[src/design/mossbauer_pkg.sv]
package mossbauer_pkg;

  // velocity channel index, up to 256 channels
  typedef logic [7:0] channel_t;

  typedef logic [31:0] count_t;        // one spectrum word per channel
  typedef logic [15:0] impulse_cnt_t;  // impulses or selection inside one burst
  typedef logic [15:0] sweep_cnt_t;

  typedef logic [31:0] wb_data_t;
  typedef logic [9:0]  wb_addr_t;      // word address

  // register map
  localparam wb_addr_t ADDR_CTRL      = 10'd0;
  localparam wb_addr_t ADDR_SELECTION = 10'd1;
  localparam wb_addr_t ADDR_CHANNELS  = 10'd2;
  localparam wb_addr_t ADDR_SWEEPS    = 10'd3;
  localparam wb_addr_t ADDR_STATUS    = 10'd4;
  localparam wb_addr_t SPECTRUM_BASE  = 10'd256;  // channel n sits at base plus n

  // control register bits
  localparam int CTRL_START = 0;
  localparam int CTRL_CLEAR = 1;

  // status register bits
  localparam int STATUS_BUSY = 0;
  localparam int STATUS_DONE = 1;

endpackage

[src/design/channel_sequencer.sv]
`timescale 1ns/100ps

module channel_sequencer (
  input  logic                    aclk,
  input  logic                    areset_n,
  input  logic                    run_start,
  input  logic                    clear_req,
  input  logic                    clear_done,
  input  logic                    burst_done,
  input  mossbauer_pkg::channel_t channel_count,
  input  mossbauer_pkg::sweep_cnt_t sweep_count,
  output logic                    clear_start,
  output logic                    channel_start,
  output logic                    busy,
  output logic                    done,
  output mossbauer_pkg::channel_t channel_index
);
  import mossbauer_pkg::*;

  typedef enum logic [2:0] {
    idle,
    clearing,
    start_channel,
    wait_burst,
    finished
  } seq_state_t;

  seq_state_t state;
  sweep_cnt_t sweep_index;
  logic       last_channel;
  logic       last_sweep;

  assign last_channel = (channel_index == channel_count - channel_t'(1));
  assign last_sweep   = (sweep_index == sweep_count - sweep_cnt_t'(1));

  always_ff @(posedge aclk or negedge areset_n)
  begin
    if (!areset_n)
    begin
      state         <= idle;
      sweep_index   <= '0;
      channel_index <= '0;
      clear_start   <= 1'b0;
      channel_start <= 1'b0;
      busy          <= 1'b0;
      done          <= 1'b0;
    end
    else
    begin
      clear_start   <= 1'b0;
      channel_start <= 1'b0;
      case (state)
        idle:
        begin
          if (run_start)
          begin
            busy          <= 1'b1;
            done          <= 1'b0;  // done holds until the next start
            channel_index <= '0;
            sweep_index   <= '0;
            if (clear_req)
            begin
              clear_start <= 1'b1;
              state       <= clearing;
            end
            else
              state <= start_channel;
          end
        end
        clearing:
        begin
          if (clear_done)
            state <= start_channel;
        end
        start_channel:
        begin
          if (channel_count == '0 || sweep_count == '0)
            state <= finished;  // nothing to visit
          else
          begin
            channel_start <= 1'b1;
            state         <= wait_burst;
          end
        end
        wait_burst:
        begin
          if (burst_done)
          begin
            if (!last_channel)
            begin
              channel_index <= channel_index + 1'b1;
              state         <= start_channel;
            end
            else if (!last_sweep)
            begin
              channel_index <= '0;
              sweep_index   <= sweep_index + 1'b1;
              state         <= start_channel;
            end
            else
              state <= finished;
          end
        end
        finished:
        begin
          busy  <= 1'b0;
          done  <= 1'b1;
          state <= idle;
        end
        default:
          state <= idle;
      endcase
    end
  end

  // a burst may only be launched inside a run
  a_start_in_run: assert property (
    @(posedge aclk) disable iff (!areset_n) channel_start |-> busy
  );

endmodule

[src/design/diff_discriminator.sv]
`timescale 1ns/100ps

module diff_discriminator (
  input  logic aclk,
  input  logic areset_n,
  input  logic lower_threshold,
  input  logic upper_threshold,
  output logic count_event
);

  logic lower_q;
  logic upper_q;
  logic upper_seen;   // upper crossed during the current lower pulse
  logic lower_fall;
  logic rejected;

  assign lower_fall = lower_q && !lower_threshold;
  assign rejected   = upper_seen || upper_q;  // covers upper falling together with lower

  always_ff @(posedge aclk or negedge areset_n)
  begin
    if (!areset_n)
    begin
      lower_q     <= 1'b0;
      upper_q     <= 1'b0;
      upper_seen  <= 1'b0;
      count_event <= 1'b0;
    end
    else
    begin
      lower_q     <= lower_threshold;
      upper_q     <= upper_threshold;
      count_event <= lower_fall && !rejected;
      if (lower_fall)
        upper_seen <= 1'b0;
      else if (lower_q && upper_q)
        upper_seen <= 1'b1;
    end
  end

endmodule

[src/design/discriminator_signal_gen.sv]
`timescale 1ns/100ps

module discriminator_signal_gen #(
  parameter int LOWER_DURATION       = 3,
  parameter int UPPER_DURATION       = 1,
  parameter int IMPULSE_PAUSE        = 4,
  parameter int IMPULSES_PER_CHANNEL = 8
) (
  input  logic                        aclk,
  input  logic                        areset_n,
  input  logic                        channel_start,
  input  mossbauer_pkg::impulse_cnt_t selection_count,
  output logic                        lower_threshold,
  output logic                        upper_threshold,
  output logic                        burst_done
);
  import mossbauer_pkg::*;

  typedef enum logic [2:0] {
    idle,
    lower_high,
    upper_high,
    upper_low,
    lower_low,
    pause
  } phase_t;

  phase_t       phase;
  impulse_cnt_t phase_cnt;     // cycles spent in the current pulse or gap
  impulse_cnt_t accepted_cnt;
  impulse_cnt_t total_cnt;
  logic         reject;        // current impulse gets an upper pulse
  logic         pulse_end;
  logic         gap_end;
  logic         last_impulse;
  logic         next_reject;

  assign pulse_end    = (phase_cnt == impulse_cnt_t'(LOWER_DURATION - 1));
  assign gap_end      = (phase_cnt == impulse_cnt_t'(IMPULSE_PAUSE - 1));
  assign last_impulse = (total_cnt == impulse_cnt_t'(IMPULSES_PER_CHANNEL - 1));
  assign next_reject  = (accepted_cnt >= selection_count);

  always_ff @(posedge aclk or negedge areset_n)
  begin
    if (!areset_n)
    begin
      phase           <= idle;
      phase_cnt       <= '0;
      accepted_cnt    <= '0;
      total_cnt       <= '0;
      reject          <= 1'b0;
      lower_threshold <= 1'b0;
      upper_threshold <= 1'b0;
      burst_done      <= 1'b0;
    end
    else
    begin
      burst_done <= 1'b0;
      case (phase)
        idle:
        begin
          if (channel_start)
          begin
            lower_threshold <= 1'b1;
            reject          <= next_reject;
            phase_cnt       <= '0;
            phase           <= lower_high;
          end
        end
        lower_high, upper_high, upper_low:
        begin
          phase_cnt <= phase_cnt + 1'b1;
          if (pulse_end)
          begin
            lower_threshold <= 1'b0;
            upper_threshold <= 1'b0;
            phase_cnt       <= '0;
            total_cnt       <= total_cnt + 1'b1;
            if (!reject)
              accepted_cnt <= accepted_cnt + 1'b1;
            phase <= last_impulse ? pause : lower_low;
          end
          else if (phase == lower_high && reject)
          begin
            upper_threshold <= 1'b1;  // one cycle after lower rose
            phase           <= upper_high;
          end
          else if (phase == upper_high && phase_cnt == impulse_cnt_t'(UPPER_DURATION))
          begin
            upper_threshold <= 1'b0;
            phase           <= upper_low;
          end
        end
        lower_low:
        begin
          phase_cnt <= phase_cnt + 1'b1;
          if (gap_end)
          begin
            lower_threshold <= 1'b1;
            reject          <= next_reject;
            phase_cnt       <= '0;
            phase           <= lower_high;
          end
        end
        pause:
        begin
          phase_cnt <= phase_cnt + 1'b1;
          if (gap_end)
          begin
            burst_done   <= 1'b1;  // the gap after the final impulse closes the burst
            accepted_cnt <= '0;
            total_cnt    <= '0;
            phase_cnt    <= '0;
            phase        <= idle;
          end
        end
        default:
          phase <= idle;
      endcase
    end
  end

  // upper sits inside the lower pulse
  a_upper_inside_lower: assert property (
    @(posedge aclk) disable iff (!areset_n) upper_threshold |-> lower_threshold
  );

endmodule

[src/design/mossbauer_spectrometer_top.sv]
`timescale 1ns/100ps

module mossbauer_spectrometer_top #(
  parameter int LOWER_DURATION       = 3,
  parameter int UPPER_DURATION       = 1,
  parameter int IMPULSE_PAUSE        = 4,
  parameter int IMPULSES_PER_CHANNEL = 8,
  parameter int MAX_CHANNELS         = 16
) (
  input  logic                    aclk,
  input  logic                    areset_n,
  input  logic                    wb_cyc,
  input  logic                    wb_stb,
  input  logic                    wb_we,
  input  mossbauer_pkg::wb_addr_t wb_adr,
  input  mossbauer_pkg::wb_data_t wb_dat_w,
  output mossbauer_pkg::wb_data_t wb_dat_r,
  output logic                    wb_ack,
  output logic                    lower_threshold,
  output logic                    upper_threshold
);
  import mossbauer_pkg::*;

  logic         run_start;
  logic         clear_req;
  logic         clear_start;
  logic         clear_done;
  logic         channel_start;
  logic         burst_done;
  logic         count_event;
  logic         busy;
  logic         done;
  impulse_cnt_t selection_count;
  channel_t     channel_count;
  sweep_cnt_t   sweep_count;
  channel_t     channel_index;
  channel_t     read_index;
  count_t       read_count;

  wb_spectrum_regs u_regs (
    .aclk            (aclk),
    .areset_n        (areset_n),
    .wb_cyc          (wb_cyc),
    .wb_stb          (wb_stb),
    .wb_we           (wb_we),
    .busy            (busy),
    .done            (done),
    .wb_adr          (wb_adr),
    .wb_dat_w        (wb_dat_w),
    .read_count      (read_count),
    .wb_ack          (wb_ack),
    .run_start       (run_start),
    .clear_req       (clear_req),
    .wb_dat_r        (wb_dat_r),
    .selection_count (selection_count),
    .channel_count   (channel_count),
    .sweep_count     (sweep_count),
    .read_index      (read_index)
  );

  channel_sequencer u_sequencer (
    .aclk          (aclk),
    .areset_n      (areset_n),
    .run_start     (run_start),
    .clear_req     (clear_req),
    .clear_done    (clear_done),
    .burst_done    (burst_done),
    .channel_count (channel_count),
    .sweep_count   (sweep_count),
    .clear_start   (clear_start),
    .channel_start (channel_start),
    .busy          (busy),
    .done          (done),
    .channel_index (channel_index)
  );

  discriminator_signal_gen #(
    .LOWER_DURATION       (LOWER_DURATION),
    .UPPER_DURATION       (UPPER_DURATION),
    .IMPULSE_PAUSE        (IMPULSE_PAUSE),
    .IMPULSES_PER_CHANNEL (IMPULSES_PER_CHANNEL)
  ) u_signal_gen (
    .aclk            (aclk),
    .areset_n        (areset_n),
    .channel_start   (channel_start),
    .selection_count (selection_count),
    .lower_threshold (lower_threshold),
    .upper_threshold (upper_threshold),
    .burst_done      (burst_done)
  );

  diff_discriminator u_discriminator (
    .aclk            (aclk),
    .areset_n        (areset_n),
    .lower_threshold (lower_threshold),
    .upper_threshold (upper_threshold),
    .count_event     (count_event)
  );

  spectrum_accumulator #(
    .MAX_CHANNELS (MAX_CHANNELS)
  ) u_accumulator (
    .aclk          (aclk),
    .areset_n      (areset_n),
    .count_event   (count_event),
    .clear_start   (clear_start),
    .channel_index (channel_index),
    .read_index    (read_index),
    .clear_done    (clear_done),
    .read_count    (read_count)
  );

endmodule

[src/design/spectrum_accumulator.sv]
`timescale 1ns/100ps

module spectrum_accumulator #(
  parameter int MAX_CHANNELS = 16
) (
  input  logic                    aclk,
  input  logic                    areset_n,
  input  logic                    count_event,
  input  logic                    clear_start,
  input  mossbauer_pkg::channel_t channel_index,
  input  mossbauer_pkg::channel_t read_index,
  output logic                    clear_done,
  output mossbauer_pkg::count_t   read_count
);
  import mossbauer_pkg::*;

  localparam int ADDR_W = $clog2(MAX_CHANNELS);

  typedef logic [ADDR_W-1:0] mem_addr_t;

  count_t    mem [MAX_CHANNELS];
  mem_addr_t clear_addr;
  logic      clearing;
  logic      inc_pending;   // second half of the read-modify-write
  mem_addr_t inc_addr;
  count_t    inc_value;

  always_ff @(posedge aclk or negedge areset_n)
  begin
    if (!areset_n)
    begin
      clearing    <= 1'b0;
      clear_addr  <= '0;
      clear_done  <= 1'b0;
      inc_pending <= 1'b0;
    end
    else
    begin
      clear_done  <= 1'b0;
      inc_pending <= count_event;
      if (clear_start)
      begin
        clearing   <= 1'b1;
        clear_addr <= '0;
      end
      else if (clearing)
      begin
        clear_addr <= clear_addr + 1'b1;
        if (clear_addr == mem_addr_t'(MAX_CHANNELS - 1))
        begin
          clearing   <= 1'b0;
          clear_done <= 1'b1;
        end
      end
    end
  end

  always_ff @(posedge aclk)
  begin
    if (clearing)
      mem[clear_addr] <= '0;
    else if (inc_pending)
      mem[inc_addr] <= inc_value + count_t'(1);
    if (count_event)
    begin
      inc_addr  <= channel_index[ADDR_W-1:0];
      inc_value <= mem[channel_index[ADDR_W-1:0]];
    end
    read_count <= mem[read_index[ADDR_W-1:0]];
  end

  // the sequencer holds bursts back until the clear sweep is over
  a_no_event_in_clear: assert property (
    @(posedge aclk) disable iff (!areset_n) clearing |-> !count_event
  );

endmodule

[src/design/wb_spectrum_regs.sv]
`timescale 1ns/100ps

module wb_spectrum_regs (
  input  logic                        aclk,
  input  logic                        areset_n,
  input  logic                        wb_cyc,
  input  logic                        wb_stb,
  input  logic                        wb_we,
  input  logic                        busy,
  input  logic                        done,
  input  mossbauer_pkg::wb_addr_t     wb_adr,
  input  mossbauer_pkg::wb_data_t     wb_dat_w,
  input  mossbauer_pkg::count_t       read_count,
  output logic                        wb_ack,
  output logic                        run_start,
  output logic                        clear_req,
  output mossbauer_pkg::wb_data_t     wb_dat_r,
  output mossbauer_pkg::impulse_cnt_t selection_count,
  output mossbauer_pkg::channel_t     channel_count,
  output mossbauer_pkg::sweep_cnt_t   sweep_count,
  output mossbauer_pkg::channel_t     read_index
);
  import mossbauer_pkg::*;

  wb_addr_t spectrum_offset;
  logic     in_window;
  logic     new_cycle;
  logic     cfg_write;

  assign spectrum_offset = wb_adr - SPECTRUM_BASE;
  assign in_window = (wb_adr >= SPECTRUM_BASE) &&
                     (spectrum_offset < wb_addr_t'(2 ** $bits(channel_t)));
  assign read_index = channel_t'(spectrum_offset);  // read_count is ready with ack
  assign new_cycle  = wb_cyc && wb_stb && !wb_ack;
  assign cfg_write  = new_cycle && wb_we && !busy;

  always_ff @(posedge aclk or negedge areset_n)
  begin
    if (!areset_n)
    begin
      wb_ack          <= 1'b0;
      run_start       <= 1'b0;
      clear_req       <= 1'b0;
      selection_count <= '0;
      channel_count   <= '0;
      sweep_count     <= '0;
    end
    else
    begin
      wb_ack    <= new_cycle;
      run_start <= 1'b0;
      clear_req <= 1'b0;
      if (cfg_write)
      begin
        case (wb_adr)
          ADDR_CTRL:
          begin
            run_start <= wb_dat_w[CTRL_START];
            clear_req <= wb_dat_w[CTRL_START] && wb_dat_w[CTRL_CLEAR];
          end
          ADDR_SELECTION: selection_count <= impulse_cnt_t'(wb_dat_w);
          ADDR_CHANNELS:  channel_count   <= channel_t'(wb_dat_w);
          ADDR_SWEEPS:    sweep_count     <= sweep_cnt_t'(wb_dat_w);
          default: ;
        endcase
      end
    end
  end

  always_comb
  begin
    wb_dat_r = '0;
    if (in_window)
      wb_dat_r = read_count;
    else
      case (wb_adr)
        ADDR_SELECTION: wb_dat_r = wb_data_t'(selection_count);
        ADDR_CHANNELS:  wb_dat_r = wb_data_t'(channel_count);
        ADDR_SWEEPS:    wb_dat_r = wb_data_t'(sweep_count);
        ADDR_STATUS:
        begin
          wb_dat_r[STATUS_BUSY] = busy;
          wb_dat_r[STATUS_DONE] = done;
        end
        default: wb_dat_r = '0;
      endcase
  end

  // the master keeps stb up until it sees ack
  a_ack_with_stb: assert property (
    @(posedge aclk) disable iff (!areset_n) wb_ack |-> wb_stb
  );

endmodule

[config.mk]
export PLATFORM = sky130hd
export DESIGN_NAME = mossbauer_spectrometer_top
export DESIGN_NICKNAME = d
export VERILOG_FILES = /design/src/design/mossbauer_pkg.sv /design/src/design/channel_sequencer.sv /design/src/design/diff_discriminator.sv /design/src/design/discriminator_signal_gen.sv /design/src/design/mossbauer_spectrometer_top.sv /design/src/design/spectrum_accumulator.sv /design/src/design/wb_spectrum_regs.sv
export SDC_FILE = /design/constraint.sdc
export NUM_CORES = 1
export LEC_CHECK = 0
export BUFFER_PORTS_ARGS = -buffer_cell sky130_fd_sc_hd__buf_2
export CAP_MARGIN = 40
export CELL_PAD_IN_SITES_DETAIL_PLACEMENT = 0
export CELL_PAD_IN_SITES_GLOBAL_PLACEMENT = 1
export CORE_MARGIN = 3
export CORE_UTILIZATION = 41
export CTS_BUF_LIST = sky130_fd_sc_hd__clkbuf_16
export CTS_CLUSTER_DIAMETER = 40
export DETAILED_ROUTE_END_ITERATION = 8
export GPL_ROUTABILITY_DRIVEN = 0
export HOLD_SLACK_MARGIN = 0.1
export PLACE_DENSITY_LB_ADDON = 0.1
export SLEW_MARGIN = 20
export SYNTH_ARGS = -nofsm -noshare
export SYNTH_HDL_FRONTEND = slang
export SYNTH_SLANG_ARGS = --single-unit
[constraint.sdc]
create_clock -name aclk -period 7.4 [get_ports aclk]
set_clock_uncertainty 0.05 [all_clocks]
set_input_delay 1.85 -clock aclk [delete_from_list [all_inputs] [get_ports aclk]]
set_output_delay 1.85 -clock aclk [all_outputs]
set_load 0.05 [all_outputs]
==> out/summary.txt <==
remaining antenna violation count: 0
final worst slack: 1.66 ns
FMAX: 174 MHz
drt first-iter violations: 1744
Crit path arrival time: 3.84 ns
Mapped Cells: 2021
Synth Flop Type: edfxtp_1
Tot GR Track Use: 0.213
die footprint: 0.0855 mm^2
#FFs+latches synth: 720
run status: finished, violations left
CP most frequent cell: buf_2
I/O Buffers: 65
DRT Wirelength: 90300 um
wire per inst: 27.1 um
crit end category: primary output
Rel. slew slack: 0.328
worst stage delay on the critical path: 0.66 ns
Yosys warning count: 0
vias in the first global route: 20500
Syn Nets: 2095
# IOs: 82
sequential cell area: 0.0206 mm^2
Worst Path Max Fanout: 17
Worst Setup Path Type: in2out
post-synthesis cell type count: 73
Sink Count: 720
first-pass GRT wire length: 135000 um
Syn Area/Cell: 16.6 um^2
detailed-route via count: 19700
# rows: 104
worst path bufs/invs: 3
pin count of the biggest net entering global routing: 106
Root Driver: clkbuf_16
Min Clock Period, post-route: 5.74 ns
CP delay by family, top: simple AND/OR/NAND/NOR gates
# fillers: 6762
startpoint types: input port
CTS resizes: 0
fin nets: 2251
Clock Latency Late Sink: 0.66 ns
Core Footprint: 0.0809 mm^2
slowest CP cell: and3_1
Hold WC Path Type: reg2reg
data required time of the worst path: 5.50 ns
postcts setup bufs: 0
grt ovf: 0
Residual DRC: 3
final worst-path cycle share: 0.776
Max Cap Viol: 0
Starting Density: 0.415
CTS tree: built
Post-CTS Hold Buffers: 0
CP cell instances: buf_2 > nor4_1 > nand2_1 > nor2_1 > and3_1 > a222oi_1 > inv_1 > buf_2
Hold Vio Cnt, Final: 0
sequential fraction of the synthesis area: 0.613
DR pass1 iterations: 9
Vert. Die Dim: 292 um
number of synthesized flops with an enable pin: 548
Area Overhead vs Synth: 18.1%
Final Setup Violations: 0
slew at the pin with the worst max-slew slack: 1.01 ns
mapped cell area: 0.0336 mm^2
dpl hpwl: 51900 um
Longest Clk Path Bufs: 3
failing checks: design-rule violations
layout cell share with drive strength beyond 1: 0.327
Post-Place Worst Slack: 1.67 ns
# diodes: 0
CTS buffer count: 116
die width: 292 um
RSZ-0062 raised after global routing: no
Async SR Flop Fraction: 0.194
Slew Viols, Final: 0
area taken by multi-input logic gates: 0.0125 mm^2
vias per cell: 5.90
antenna violations before repair: 1
Clock Pin Slew Worst Setup and Hold Paths: 0.05 ns
Peak VDD IR: 0.000283 V
P per Cell Area: 305 mW/mm^2
Leakage: 0.0142 uW
htree depth: 3
Setup Total Neg Slack: 0 ns
## area by class of cell
class,count,share of cell area
Tap cell,1060,0.0334
Inverter,48,0.00454
Timing Repair Buffer,155,0.0313
Clock buffer,118,0.0744
Multi-Input combinational cell,1136,0.315
Sequential cell,720,0.519
Clock inverter,100,0.0219
## metrics by stage
| step | cells | util | total power, uW | hold slack [ns] | area (um^2) |
|---|---|---|---|---|---|
| after global placement | 3064 | 0.436 | 6870 | 0.375 | 35300 |
| after global routing | 3337 | 0.490 | 12600 | 0.409 | 39700 |
| after CTS | 3307 | 0.487 | 12200 | 0.392 | 39400 |
| final | 3337 | 0.490 | 12100 | 0.387 | 39700 |
| after floorplan | 2021 | - | 6320 | 0.359 | 33600 |
| after detailed placement | 3089 | 0.440 | 6940 | 0.378 | 35600 |
## sequential cells by signal, indices dropped and copies added, names as in the netlist, 8 cells and up
| signal | cells |
|---|---|
| u_accumulator.read_count | 32 |
| u_regs.selection_count | 16 |
| u_regs.sweep_count | 16 |
| u_sequencer.sweep_index | 16 |
| u_regs.channel_count | 8 |
| u_signal_gen.accepted_cnt | 16 |
| u_signal_gen.phase_cnt | 16 |
| u_accumulator.inc_value | 32 |
| u_sequencer.channel_index | 8 |
| u_signal_gen.total_cnt | 16 |
| u_accumulator.mem | 512 |
## cells in the mapped netlist (20+ instances only)
cell type  instances  area share
dfrtp_1          140        0.10
mux2_2            39       0.013
and3_1            33      0.0061
nand3_1           50      0.0074
ha_1              27       0.010
nand2_1          115       0.013
nand4_1           22      0.0041
dfxtp_1           32       0.019
inv_1             48      0.0054
clkbuf_1          81      0.0090
edfxtp_1         548        0.49
and2_1            20      0.0037
a21oi_1           45      0.0067
xor2_1            46       0.012
mux4_2           320        0.21
o21ai_0           51      0.0076
nor2_1           130       0.015
xnor2_1           47       0.012
buf_1             29      0.0032
## cell usage in the layout (no fill, tap or decap), types with 8 or more instances in the layout
cell / synthesis / final
inv_6: 0 / 17
nor2_1: 130 / 113
xor2_1: 46 / 46
nor3_1: 18 / 18
mux4_2: 320 / 320
o21ai_0: 51 / 50
or3_1: 18 / 18
clkbuf_16: 0 / 118
mux2_2: 39 / 39
nor4_1: 17 / 17
bufinv_16: 0 / 9
nand3_1: 50 / 50
buf_2: 3 / 65
nor2_4: 0 / 16
clkinv_1: 0 / 14
clkinvlp_4: 0 / 10
ha_1: 27 / 27
clkinv_2: 0 / 20
dfxtp_1: 32 / 32
nand2_1: 115 / 115
xnor2_1: 47 / 47
clkinv_4: 0 / 13
and2_1: 20 / 20
a222oi_1: 16 / 16
inv_1: 48 / 61
buf_4: 2 / 71
edfxtp_1: 548 / 548
and3_1: 33 / 33
or4_1: 8 / 8
dfrtp_1: 140 / 135
a21oi_1: 45 / 45
nand4_1: 22 / 22
o211ai_1: 8 / 8
a31oi_1: 8 / 8
## where the power goes
part           internal [uW]  switching, uW
Combinational            843           1060
Clock                   3240           2000
Sequential              4750            218
## worst paths after layout
| path | cells past startpoint | slack, ns | start | endpoint |
|---|---|---|---|---|
| max reg2reg | 9 | 3.59 | u_accumulator.inc_value[2] | u_accumulator.mem[3][27] |
| min reg2reg | 0 | 0.39 | u_signal_gen.upper_threshold | u_discriminator.upper_q |
| max in group asynchronous | 4 | 5.18 | areset_n | u_signal_gen.phase_cnt[10] |
| min | 0 | 0.39 | u_signal_gen.upper_threshold | u_discriminator.upper_q |
| min in group asynchronous | 1 | 0.94 | areset_n | u_sequencer.channel_index[5] |
| max | 8 | 1.66 | wb_adr[7] | wb_dat_r[12] |
## routing by layer
metal | GRT usage | up-vias | routed length, um
met5 | 0 | - | 0
met4 | 0.0619 | 0 | 2440
met3 | 0.0372 | 161 | 5020
met2 | 0.351 | 599 | 44100
met1 | 0.293 | 10400 | 38700
li1 | - | 8527 | -
## cell families (layout without fill, tap and decap cells)
family,after synthesis,count (layout),share of synthesized area
xor+xnor,93,93,0.0242
compound gates,172,172,0.0335
buf+inv,165,421,0.0192
fa+ha+maj,27,27,0.0100
mux,363,363,0.229
simple gates,481,481,0.0718
flops,720,720,0.613
Power figures use the tool's default switching activity.
